## src/hw/textvga_settings.svh

```systemverilog
`ifndef TEXTVGA_SETTINGS_SVH
`define TEXTVGA_SETTINGS_SVH

// Visible area and horizontal raster
`define RES_H 78
`define H_FRONT 4
`define H_SYNC 8
`define H_TOTAL 100

// Vertical raster, counted in lines
`define RES_V 40
`define V_FRONT 2
`define V_SYNC 2
`define V_TOTAL 48

// Glyph size, cell adds one spacing column and one spacing row
`define FONT_W 5
`define FONT_H 7
`define CELL_W (`FONT_W + 1)
`define CELL_H (`FONT_H + 1)

`define GRID_COLS 13
`define GRID_ROWS 5
`define CELL_COUNT (`GRID_COLS * `GRID_ROWS)

`define COLOR_TEXT 3'b111
`define COLOR_BG 3'b001
`define COLOR_SEL_TEXT 3'b010 // Selected row palette
`define COLOR_SEL_BG 3'b110

`endif

```

## src/hw/textvga_pkg.sv

```systemverilog
`default_nettype none

`include "textvga_settings.svh"

package textvga_pkg;

	// Raster counters
	typedef logic [6:0] hpos_t;
	typedef logic [5:0] vpos_t;

	// Cell grid position
	typedef logic [3:0] col_t;
	typedef logic [2:0] row_t;

	// Pixel position inside a cell
	typedef logic [2:0] fontcol_t;
	typedef logic [2:0] fontline_t;

	typedef logic [6:0] char_code_t;
	typedef logic [6:0] cell_idx_t; // row * GRID_COLS + col
	typedef logic [9:0] rom_addr_t; // {fontline, char code}

	// MSB is the leftmost pixel
	typedef logic [`FONT_W-1:0] glyph_row_t;

	typedef logic [2:0] rgb_t;

endpackage

`default_nettype wire

```

## src/hw/cell_if.sv

```systemverilog
`timescale 1ns/100ps
`default_nettype none

// Raster position as produced by the counters
interface cell_if;
	import textvga_pkg::*;

	logic active;
	logic hsync;
	logic vsync;
	col_t col;
	row_t row;
	fontcol_t fontcol;
	fontline_t fontline;

	modport source (output active, hsync, vsync, col, row, fontcol, fontline);
	modport sink (input active, hsync, vsync, col, row, fontcol, fontline);
endinterface

// Position delayed to the cycle where font ROM data is valid
interface glyph_if;
	import textvga_pkg::*;

	logic active;
	logic hsync;
	logic vsync;
	logic selected;
	fontcol_t fontcol;
	fontline_t fontline;

	modport source (output active, hsync, vsync, selected, fontcol, fontline);
	modport sink (input active, hsync, vsync, selected, fontcol, fontline);
endinterface

`default_nettype wire

```

## src/hw/raster_timing.sv

```systemverilog
`timescale 1ns/100ps
`default_nettype none

`include "textvga_settings.svh"

module raster_timing (
	input wire logic clk,
	input wire logic rst_n,
	cell_if.source cells
);
	import textvga_pkg::*;

	localparam hpos_t H_LAST = hpos_t'(`H_TOTAL - 1);
	localparam vpos_t V_LAST = vpos_t'(`V_TOTAL - 1);
	localparam hpos_t H_VIS = hpos_t'(`RES_H);
	localparam vpos_t V_VIS = vpos_t'(`RES_V);
	localparam hpos_t HS_START = hpos_t'(`RES_H + `H_FRONT);
	localparam hpos_t HS_END = hpos_t'(`RES_H + `H_FRONT + `H_SYNC);
	localparam vpos_t VS_START = vpos_t'(`RES_V + `V_FRONT);
	localparam vpos_t VS_END = vpos_t'(`RES_V + `V_FRONT + `V_SYNC);
	localparam fontcol_t FC_LAST = fontcol_t'(`CELL_W - 1);
	localparam fontline_t FL_LAST = fontline_t'(`CELL_H - 1);

	hpos_t hpos;
	vpos_t vpos;
	col_t col;
	fontcol_t fontcol;
	row_t row;
	fontline_t fontline;
	logic line_end;
	logic frame_end;

	assign line_end = (hpos == H_LAST);
	assign frame_end = line_end && (vpos == V_LAST);

	// Horizontal counters, cell counters hold once past the visible area
	always_ff @(posedge clk) begin
		if (!rst_n) begin
			hpos <= '0;
			col <= '0;
			fontcol <= '0;
		end else if (line_end) begin
			hpos <= '0;
			col <= '0;
			fontcol <= '0;
		end else begin
			hpos <= hpos + 1'b1;
			if (hpos < H_VIS) begin
				if (fontcol == FC_LAST) begin
					fontcol <= '0;
					col <= col + 1'b1; // Next cell
				end else begin
					fontcol <= fontcol + 1'b1;
				end
			end
		end
	end

	// Vertical counters step once per line
	always_ff @(posedge clk) begin
		if (!rst_n) begin
			vpos <= '0;
			row <= '0;
			fontline <= '0;
		end else if (frame_end) begin
			vpos <= '0;
			row <= '0;
			fontline <= '0;
		end else if (line_end) begin
			vpos <= vpos + 1'b1;
			if (vpos < V_VIS) begin
				if (fontline == FL_LAST) begin
					fontline <= '0;
					row <= row + 1'b1;
				end else begin
					fontline <= fontline + 1'b1;
				end
			end
		end
	end

	assign cells.active = (hpos < H_VIS) && (vpos < V_VIS);
	assign cells.hsync = (hpos >= HS_START) && (hpos < HS_END); // Active high
	assign cells.vsync = (vpos >= VS_START) && (vpos < VS_END);
	assign cells.col = col;
	assign cells.row = row;
	assign cells.fontcol = fontcol;
	assign cells.fontline = fontline;

endmodule

`default_nettype wire

```

## src/hw/text_buffer.sv

```systemverilog
`timescale 1ns/100ps
`default_nettype none

`include "textvga_settings.svh"

module text_buffer (
	input wire logic clk,
	input wire logic rst_n,
	input wire logic wr_req,
	input wire textvga_pkg::cell_idx_t wr_idx,
	input wire textvga_pkg::char_code_t wr_char,
	input wire textvga_pkg::cell_idx_t rd_idx,
	output logic wr_ack,
	output textvga_pkg::char_code_t rd_char
);
	import textvga_pkg::*;

	typedef enum logic {
		WR_IDLE,
		WR_ACKED
	} wr_state_t;

	localparam cell_idx_t LAST_IDX = cell_idx_t'(`CELL_COUNT - 1);

	char_code_t mem [`CELL_COUNT];
	wr_state_t state;
	logic store;

	// Store on the request edge, out of range index is dropped
	assign store = (state == WR_IDLE) && wr_req && (wr_idx <= LAST_IDX);

	// Four-phase write side
	always_ff @(posedge clk) begin
		if (!rst_n) begin
			state <= WR_IDLE;
		end else begin
			case (state)
				WR_IDLE: begin
					if (wr_req) begin
						state <= WR_ACKED;
					end
				end
				WR_ACKED: begin
					if (!wr_req) begin
						state <= WR_IDLE; // Host released the request
					end
				end
				default: state <= WR_IDLE;
			endcase
		end
	end

	assign wr_ack = (state == WR_ACKED);

	always_ff @(posedge clk) begin
		if (!rst_n) begin
			for (int i = 0; i < `CELL_COUNT; i++) begin
				mem[i] <= '0; // Blank screen
			end
		end else if (store) begin
			mem[wr_idx] <= wr_char;
		end
	end

	// Blanking area indexes past the grid, read back as blank
	always_ff @(posedge clk) begin
		rd_char <= (rd_idx <= LAST_IDX) ? mem[rd_idx] : '0;
	end

endmodule

`default_nettype wire

```

## src/hw/glyph_fetch.sv

```systemverilog
`timescale 1ns/100ps
`default_nettype none

`include "textvga_settings.svh"

module glyph_fetch (
	input wire logic clk,
	input wire logic rst_n,
	input wire textvga_pkg::row_t sel_row,
	input wire textvga_pkg::char_code_t rd_char,
	cell_if.sink cells,
	output textvga_pkg::cell_idx_t rd_idx,
	output textvga_pkg::rom_addr_t rom_addr,
	glyph_if.source glyph
);
	import textvga_pkg::*;

	localparam fontline_t GLYPH_LAST = fontline_t'(`FONT_H - 1);
	localparam fontline_t SPACE_LINE = fontline_t'(`FONT_H);

	// Stage 0 is buffer read, 1 is ROM address, 2 is ROM data
	logic [2:0] active_d;
	logic [2:0] hsync_d;
	logic [2:0] vsync_d;
	logic [2:0] sel_d;
	fontcol_t fontcol_d [3];
	fontline_t fontline_d [3];
	fontline_t addr_line;

	assign rd_idx = cell_idx_t'(cells.row) * cell_idx_t'(`GRID_COLS)
		+ cell_idx_t'(cells.col);

	// Spacing row is masked later, any glyph line will do
	assign addr_line = (fontline_d[0] == SPACE_LINE) ? GLYPH_LAST : fontline_d[0];

	always_ff @(posedge clk) begin
		if (!rst_n) begin
			active_d <= '0;
			hsync_d <= '0;
			vsync_d <= '0;
		end else begin
			active_d <= {active_d[1:0], cells.active};
			hsync_d <= {hsync_d[1:0], cells.hsync};
			vsync_d <= {vsync_d[1:0], cells.vsync};
		end
	end

	always_ff @(posedge clk) begin
		sel_d <= {sel_d[1:0], (cells.row == sel_row)};
		fontcol_d[0] <= cells.fontcol;
		fontcol_d[1] <= fontcol_d[0];
		fontcol_d[2] <= fontcol_d[1];
		fontline_d[0] <= cells.fontline;
		fontline_d[1] <= fontline_d[0];
		fontline_d[2] <= fontline_d[1];
		rom_addr <= {addr_line, rd_char}; // rd_char valid this cycle
	end

	assign glyph.active = active_d[2];
	assign glyph.hsync = hsync_d[2];
	assign glyph.vsync = vsync_d[2];
	assign glyph.selected = sel_d[2];
	assign glyph.fontcol = fontcol_d[2];
	assign glyph.fontline = fontline_d[2];

endmodule

`default_nettype wire

```

## src/hw/pixel_shade.sv

```systemverilog
`timescale 1ns/100ps
`default_nettype none

`include "textvga_settings.svh"

module pixel_shade (
	input wire logic clk,
	input wire logic rst_n,
	input wire textvga_pkg::glyph_row_t rom_q,
	glyph_if.sink glyph,
	output textvga_pkg::rgb_t rgb,
	output logic hsync,
	output logic vsync,
	output logic de
);
	import textvga_pkg::*;

	localparam fontcol_t SPACE_COL = fontcol_t'(`FONT_W);
	localparam fontline_t SPACE_LINE = fontline_t'(`FONT_H);

	glyph_row_t shifted;
	logic spacing;
	logic fg;
	rgb_t color;

	// Bring the current pixel to the MSB
	assign shifted = rom_q << glyph.fontcol;
	assign spacing = (glyph.fontcol == SPACE_COL) || (glyph.fontline == SPACE_LINE);
	assign fg = !spacing && shifted[`FONT_W-1];

	always_comb begin
		if (glyph.selected) begin
			color = fg ? `COLOR_SEL_TEXT : `COLOR_SEL_BG;
		end else begin
			color = fg ? `COLOR_TEXT : `COLOR_BG;
		end
	end

	always_ff @(posedge clk) begin
		if (!rst_n) begin
			rgb <= '0;
			hsync <= 1'b0;
			vsync <= 1'b0;
			de <= 1'b0;
		end else begin
			rgb <= glyph.active ? color : '0; // Black in blanking
			hsync <= glyph.hsync;
			vsync <= glyph.vsync;
			de <= glyph.active;
		end
	end

endmodule

`default_nettype wire

```

## src/hw/textvga_top.sv

```systemverilog
`timescale 1ns/100ps
`default_nettype none

module textvga_top (
	input wire logic clk,
	input wire logic rst_n,
	input wire logic wr_req,
	input wire textvga_pkg::cell_idx_t wr_idx,
	input wire textvga_pkg::char_code_t wr_char,
	input wire textvga_pkg::row_t sel_row,
	input wire textvga_pkg::glyph_row_t rom_q,
	output wire logic wr_ack,
	output wire textvga_pkg::rom_addr_t rom_addr,
	output wire textvga_pkg::rgb_t rgb,
	output wire logic hsync,
	output wire logic vsync,
	output wire logic de
);
	import textvga_pkg::*;

	cell_idx_t rd_idx;
	char_code_t rd_char;

	cell_if cells ();
	glyph_if glyph ();

	raster_timing raster_timing_inst (
		.clk (clk),
		.rst_n (rst_n),
		.cells (cells.source)
	);

	text_buffer text_buffer_inst (
		.clk (clk),
		.rst_n (rst_n),
		.wr_req (wr_req),
		.wr_idx (wr_idx),
		.wr_char (wr_char),
		.rd_idx (rd_idx),
		.wr_ack (wr_ack),
		.rd_char (rd_char)
	);

	// Font ROM sits outside, one cycle read latency
	glyph_fetch glyph_fetch_inst (
		.clk (clk),
		.rst_n (rst_n),
		.sel_row (sel_row),
		.rd_char (rd_char),
		.cells (cells.sink),
		.rd_idx (rd_idx),
		.rom_addr (rom_addr),
		.glyph (glyph.source)
	);

	pixel_shade pixel_shade_inst (
		.clk (clk),
		.rst_n (rst_n),
		.rom_q (rom_q),
		.glyph (glyph.sink),
		.rgb (rgb),
		.hsync (hsync),
		.vsync (vsync),
		.de (de)
	);

endmodule

`default_nettype wire

```

## config.mk

```make
export PLATFORM = sky130hd
export DESIGN_NAME = textvga_top
export DESIGN_NICKNAME = d
export VERILOG_FILES = /design/src/hw/textvga_pkg.sv /design/src/hw/cell_if.sv /design/src/hw/raster_timing.sv /design/src/hw/text_buffer.sv /design/src/hw/glyph_fetch.sv /design/src/hw/pixel_shade.sv /design/src/hw/textvga_top.sv
export VERILOG_INCLUDE_DIRS = /design/src /design/src/hw
export SDC_FILE = /design/constraint.sdc
export NUM_CORES = 1
export LEC_CHECK = 0
export BUFFER_PORTS_ARGS = -buffer_cell sky130_fd_sc_hd__buf_2
export CORE_MARGIN = 2
export CORE_UTILIZATION = 60
export CTS_BUF_LIST = sky130_fd_sc_hd__clkbuf_8
export CTS_CLUSTER_SIZE = 25
export DETAILED_ROUTE_END_ITERATION = 12
export GPL_TIMING_DRIVEN = 0
export PLACE_DENSITY = 0.77
export SLEW_MARGIN = 10
export SYNTH_ARGS = -nofsm -noshare
export SYNTH_HDL_FRONTEND = slang
export SYNTH_SLANG_ARGS = --single-unit
```

## constraint.sdc

```tcl
create_clock -name clk -period 5.38 [get_ports clk]
set_clock_uncertainty 0.1 [all_clocks]
set_input_delay 0.807 -clock clk [delete_from_list [all_inputs] [get_ports clk]]
set_output_delay 0.807 -clock clk [all_outputs]
set_load 0.01 [all_outputs]
```

# Word level (Yosys, flattened, before mapping)
# Memories as Yosys holds them, arrays and structs flattened. A register that Yosys moved wholly into a read port is not among the register bits.
# Index checks and enable logic that the tools add are counted.
# Widths: inputs -> output; s select.
[word_totals] regBits=55 ramBits=473 input_bits=25 out_inout_bits=17 wordCells=77 memories=3
[memory_table] memory="text_buffer_inst.mem" depth=65 width=7 read_ports=1 rd_ports_with_merged_regs=1 write_ports=65 line_no="text_buffer.sv:25" rtl="char_code_t mem [`CELL_COUNT];"
[memory_table] memory="glyph_fetch_inst.fontcol_d" depth=3 width=3 read_ports=3 rd_ports_with_merged_regs=0 write_ports=3 line_no="glyph_fetch.sv:26" rtl="fontcol_t fontcol_d [3];"
[memory_table] memory="glyph_fetch_inst.fontline_d" depth=3 width=3 read_ports=3 rd_ports_with_merged_regs=0 write_ports=3 line_no="glyph_fetch.sv:27" rtl="fontline_t fontline_d [3];"
[classes] add_sub_neg=7 n_mul=1 order_cmp=8 n_eq_ne=8 n_shift=1 mux=13 n_bitwise=2 n_reduce_logical=17
[op_table] cell="$eq 3x3->1 const B" count=5
[op_table] cell="$mux 3" count=5
[op_table] cell="$le 7x7->1 const B" count=2
[op_table] cell="$lt 7x7->1 const B" count=2
[op_table] cell="$mux 7" count=2
[op_table] cell="$lt 6x6->1 const B" count=2
[op_table] cell="$add 3x1->3 const B" count=3
[op_table] cell="$add 7x1->7 const B" count=1
[op_table] cell="$add 7x4->7" count=1
[op_table] cell="$eq 7x7->1 const B" count=1
[op_table] cell="$ge 7x7->1 const B" count=1
[op_table] cell="$logic_and 1x1->1" count=7
[op_table] cell="$mul 3x4->7 const B" count=1
[op_table] cell="$reduce_or 7->1" count=1
[op_table] cell="$add 6x1->6 const B" count=1
[op_table] cell="$eq 6x6->1 const B" count=1
[op_table] cell="$ge 6x6->1 const B" count=1
[op_table] cell="$mux 1" count=6
[op_table] cell="$reduce_and 2->1" count=3
[op_table] cell="$shl 5x3->5" count=1
[op_table] cell="$add 4x1->4 const B" count=1
[op_table] cell="$reduce_or 2->1" count=2
[op_table] cell="$eq 3x3->1" count=1
[op_table] cell="$reduce_and 3->1" count=1
[op_table] cell="3 further kinds" count=5

# Logic depth before layout (Yosys ltp)
[logic_depth] depth_word=8 mapped_depth=12

# Cells and area by module
# Synthesis repeated with hierarchy kept, for this count alone.
[unflattened] hier_cells=1693 area_unflattened_um2=24479.7
[modules_own_cells] mod="text_buffer" n_inst=1 cells_each=1442 area_each_um2=21747.1 seq_area_each_um2=14033.5
[modules_own_cells] mod="glyph_fetch" n_inst=1 cells_each=96 area_each_um2=1277.5 seq_area_each_um2=800.8
[modules_own_cells] mod="raster_timing" n_inst=1 cells_each=133 area_each_um2=1229.9 seq_area_each_um2=520.5
[modules_own_cells] mod="pixel_shade" n_inst=1 cells_each=22 area_each_um2=225.2 seq_area_each_um2=120.1

# Worst setup path before layout
# No wires, ideal clock.
[synth_path] path_type="register to register" from="register raster_timing_inst.row[1], in the netlist raster_timing_inst.cells.row[1]" to="register text_buffer_inst.rd_char[0], read port of text_buffer_inst.mem" setup_time_ns=0.095 t_arrival_ns=3.046 path_slack_ns=2.139 stages_incl_launch_ff=12 period_less_slack_ns=3.241 path_cell_list="dfxtp_1 ha_1 fa_1 ha_1 or2_4 and3_2 or2_1 buf_6 buf_12 mux2i_1 mux2_2 a221oi_1"
[synth_between] elab_chain_len=4
[synth_rtl] item="start, declared" line_no="raster_timing.sv:28" rtl="row_t row;"
[synth_rtl] item="start signal, assigned" line_no="raster_timing.sv:74" rtl="row <= row + 1'b1;"
[synth_rtl] item="$mul 3x4->7 *" line_no="glyph_fetch.sv:30" rtl="assign rd_idx = cell_idx_t'(cells.row) * cell_idx_t'(`GRID_COLS)"
[synth_rtl] item="$add 7x4->7 *" line_no="glyph_fetch.sv:30"
[synth_rtl] item="$le 7x7->1" line_no="text_buffer.sv:67" rtl="rd_char <= (rd_idx <= LAST_IDX) ? mem[rd_idx] : '0;"
[synth_rtl] item="$logic_not 1->1 (no line)"
[synth_rtl] item="end, declared" line_no="text_buffer.sv:14" rtl="output textvga_pkg::char_code_t rd_char"
# Every way passes the cells marked *; elsewhere a longest branch is shown, timed or not.
# A chain may end at the register's enable or synchronous reset.

# Worst setup path in the final report
[layout_path] from="register raster_timing_inst.row[2], in the netlist raster_timing_inst.cells.row[2]" to="register text_buffer_inst.rd_char[0], read port of text_buffer_inst.mem"
# Same word-level chain as after synthesis.

==> impl_metrics.ini <==
[detailed_routing]
drt-total-wl_mm = 64.12
drc = 0
vias_per_cell = 6.278
first_pass_iters = 6
ant_nets = 0
drt_iter0_drc = 2180
vias = 15093
post_drt_wl_per_cell_um = 26.67

[power_and_ir_drop]
cellLeakagePower_nw = 10.07
peakVddDrop_mv = 0.1871
power.density_mw_per_mm2 = 312.6

[sta]
drv_slew = 0
rsz0062_at_grt = false
fin_crit_sh = 0.9029
fmax_mhz = 205.9
finalSetupTns_ps = 0
hold-worst-slack_ps = 224.7
fin_crit_ps = 4858
tightest_slew_ps = 1323
relSlewSlack = 0.1086
setup_viol = 0
hold_viol = 0

[floorplanning]
core_sq_mm = 0.03991
die_h_um = 205.3
dieArea_sq_mm = 0.04216
pin_count = 42
die_w_um = 205.3
start_util = 0.6093
num_rows = 73

[final_layout]
layout_commonest_cell = and2_1
fillers = 2700
syn_to_final_growth_pct = 10.29
multi_input_area_sq_mm = 0.008290
final_cell_mix = and2_1 (465), edfxtp_1 (462), mux4_2 (113), nor2_1 (99), clkbuf_8 (91)
regArea_sq_mm = 0.01547
final_cell_count_no_fill = 2404
final_nets = 1861
drive_gt1_frac = 0.1656

[critical_path]
crit_path_end_kind = flip-flop
path_class = reg -> reg
critical_path.top_delay_family = compound AO/OA/AOI/OAI gates
cp_slowest_cell = a211oi_1
crit_required_ps = 5800
crit_fanout = 10
worstSetupStartpointType = flip-flop
r2r-end = text_buffer_inst.rd_char[0]$_SDFF_PN0_
worstPathCellList = ha_1 -> ha_1 -> fa_1 -> buf_2 -> buf_2 -> clkbuf_1 -> nor3_1 -> a211oi_1 -> o221ai_1 -> a221oi_1
r2r_cells = 10
arrival_ps = 5280
worst-path-buf-inv = 3
worst_path_largest_cell_delay_ps = 830
r2r_start = raster_timing_inst.cells.row[2]$_SDFFE_PP0P_
r2r_slack_ps = 520

[grt]
antenna_found_initial = 3
gr-max-usage-layer = met2
grt_pass1_wl_mm = 93.99
use_met1 = 0.4131
use_met3 = 0.09075
grt_max_degree = 12
use_met2 = 0.4840
grt_use_total = 0.3135
grt_pass1_vias = 15026
grt-ovfl-total = 0

[cts]
cts_buffer_depth = 3
clock_sinks = 542
insertion_delay_ps = 680
root_buffer = clkbuf_8
tritoncts = built
cts_made_buffers = 86
cts_setup_buffers = 0
clkTransAtPathRegs_ps = 60
cts_htree_levels = 3
hold_buffers = 0
cts_resized = 0

[placed_design]
dp_hpwl_mm = 45.16
finalWeightedCongestion = 0.9782
dp.cells = 2252
portBuffers = 41

[worst_hold_path]
worstHoldPathType = reg -> reg
whs_path_depth = 0
min_from = glyph_fetch_inst.sel_d[0]$_DFF_P_
worstHoldEndpoint = glyph_fetch_inst.sel_d[1]$_DFF_P_

[yosys]
syn-instance-count = 1680
syn_area_sq_mm = 0.02432
synth-main-ff-cell = edfxtp_1
synth_top_area_cell = edfxtp_1
synth_edf_count = 462
synth-xor-area-share = 0.007923
ys_async_sr_fraction = 0
synth_seq_cells = 542
synth_seq_area_share = 0.6363
synth.distinct_cells = 58
synth_area_leaders = edfxtp_1 (57%), and2_1 (12%), mux4_2 (10%)
syn_area_per_cell_sq_um = 14.48
synthAdderAreaFrac = 0.01142
synth_warnings = 0
synth-compound-area-share = 0.03318
muxShareOfSynthArea = 0.1275
synth_top_area_frac = 0.5704
synth-simple-area-share = 0.1595
synth_top_family_by_area = simple AND/OR/NAND/NOR gates

[outcome]
status = completed

[run]
drv_cap = 0
## per-layer routing
metal | routed length (um) | vias up
met2 | 29380 | 1063
li1 | - | 6430
met3 | 8020 | 199
met4 | 3213 | 6
met5 | 113 | -
met1 | 23400 | 7395
## flip-flops by register name, indices dropped and copies added, names as in the netlist
name / flops
text_buffer_inst.mem: 462
text_buffer_inst.wr_ack: 1
glyph_fetch_inst.rom_addr: 10
raster_timing_inst.hpos: 7
raster_timing_inst.vpos: 6
glyph_fetch_inst.fontcol_d: 9
pixel_shade_inst.de: 1
glyph_fetch_inst.vsync_d: 3
glyph_fetch_inst.active_d: 3
text_buffer_inst.rd_char: 7
pixel_shade_inst.hsync: 1
glyph_fetch_inst.sel_d: 3
raster_timing_inst.cells.fontline: 3
pixel_shade_inst.vsync: 1
glyph_fetch_inst.hsync_d: 3
raster_timing_inst.cells.fontcol: 3
glyph_fetch_inst.fontline_d: 9
raster_timing_inst.cells.row: 3
raster_timing_inst.cells.col: 4
pixel_shade_inst.rgb: 3
## worst reg2reg max path: cells and delay by family (launching register included)
kind,cells,cell delay (ps)
flip-flops,1,480
buffers and inverters,3,1260
AO/OA/AOI/OAI,3,1570
adder cells (fa/ha/maj),3,1190
AND/OR/NAND/NOR,1,140
## report_power, final
group	internal [W]	switching [W]	total, W	leakage, nW
Combinational	0.0000898	0.000247	0.000337	3.56
Clock	0.00175	0.00161	0.00336	0.904
Sequential	0.00465	0.0000368	0.00469	5.61
## stage by stage
step / area [sq um] / total power [W] / worst slack [ps] / util
2_1_floorplan: 24340 / 0.004946 / 2139 / -
3_3_place_gp: 25210 / 0.005089 / 853.0 / 0.6315
3_5_place_dp: 25210 / 0.005106 / 908.4 / 0.6317
4_1_cts: 26820 / 0.008386 / 878.6 / 0.6720
5_1_grt: 26820 / 0.008592 / 526.6 / 0.6720
6_report: 26820 / 0.008386 / 522.4 / 0.6720
## layout make-up
cell class,count,share of cell area
Antenna cell,1,0.00009329
Multi-Input combinational cell,1019,0.3091
Clock buffer,91,0.04669
Tap cell,525,0.02449
Sequential cell,542,0.5769
Buffer,119,0.02099
Timing Repair Buffer,41,0.007650
Inverter,6,0.0008396
Clock inverter,60,0.01325
## Yosys cell counts, types with 2 or more instances
master / instances
clkbuf_1: 88
xor2_1: 14
buf_6: 4
edfxtp_1: 462
a21oi_1: 12
inv_1: 6
nand2_1: 39
mux4_2: 113
ha_1: 19
a211oi_1: 7
fa_1: 2
o21ai_0: 67
mux4_1: 2
nand2b_1: 2
a22oi_1: 14
nand4_1: 4
xnor2_1: 8
dfxtp_1: 80
a221oi_1: 5
buf_4: 10
nor4b_1: 2
nor4_1: 2
o221ai_1: 7
nor3_1: 26
nor3b_1: 2
nand3_1: 12
and3_1: 3
buf_2: 14
nor2b_1: 9
nor2_1: 99
and2_1: 465
mux2i_1: 39
o31ai_1: 8
mux2_2: 10
## worst max-delay path by stage
stage               depth (start not counted)                                    startpoint  slack [ps]                                endpoint
floorplan                                  11  raster_timing_inst.cells.row[1]$_SDFFE_PP0P_        2140  text_buffer_inst.rd_char[0]$_SDFF_PN0_
global placement                            9  raster_timing_inst.cells.row[1]$_SDFFE_PP0P_         850  text_buffer_inst.rd_char[0]$_SDFF_PN0_
detailed placement                         10  raster_timing_inst.cells.row[2]$_SDFFE_PP0P_         910  text_buffer_inst.rd_char[0]$_SDFF_PN0_
CTS                                        10  raster_timing_inst.cells.row[2]$_SDFFE_PP0P_         880  text_buffer_inst.rd_char[0]$_SDFF_PN0_
global route                               10  raster_timing_inst.cells.row[1]$_SDFFE_PP0P_         530  text_buffer_inst.rd_char[0]$_SDFF_PN0_
finish                                     10  raster_timing_inst.cells.row[2]$_SDFFE_PP0P_         520  text_buffer_inst.rd_char[0]$_SDFF_PN0_
## kinds of logic after synthesis
logic type | count (synthesis)
other | 1
buffers and inverters | 125
XOR/XNOR | 22
adder cells (fa/ha/maj) | 21
flip-flops | 542
AND/OR/NAND/NOR | 676
AO/OA/AOI/OAI | 129
multiplexers | 164
No activity file was read; power rests on OpenSTA's default activity.
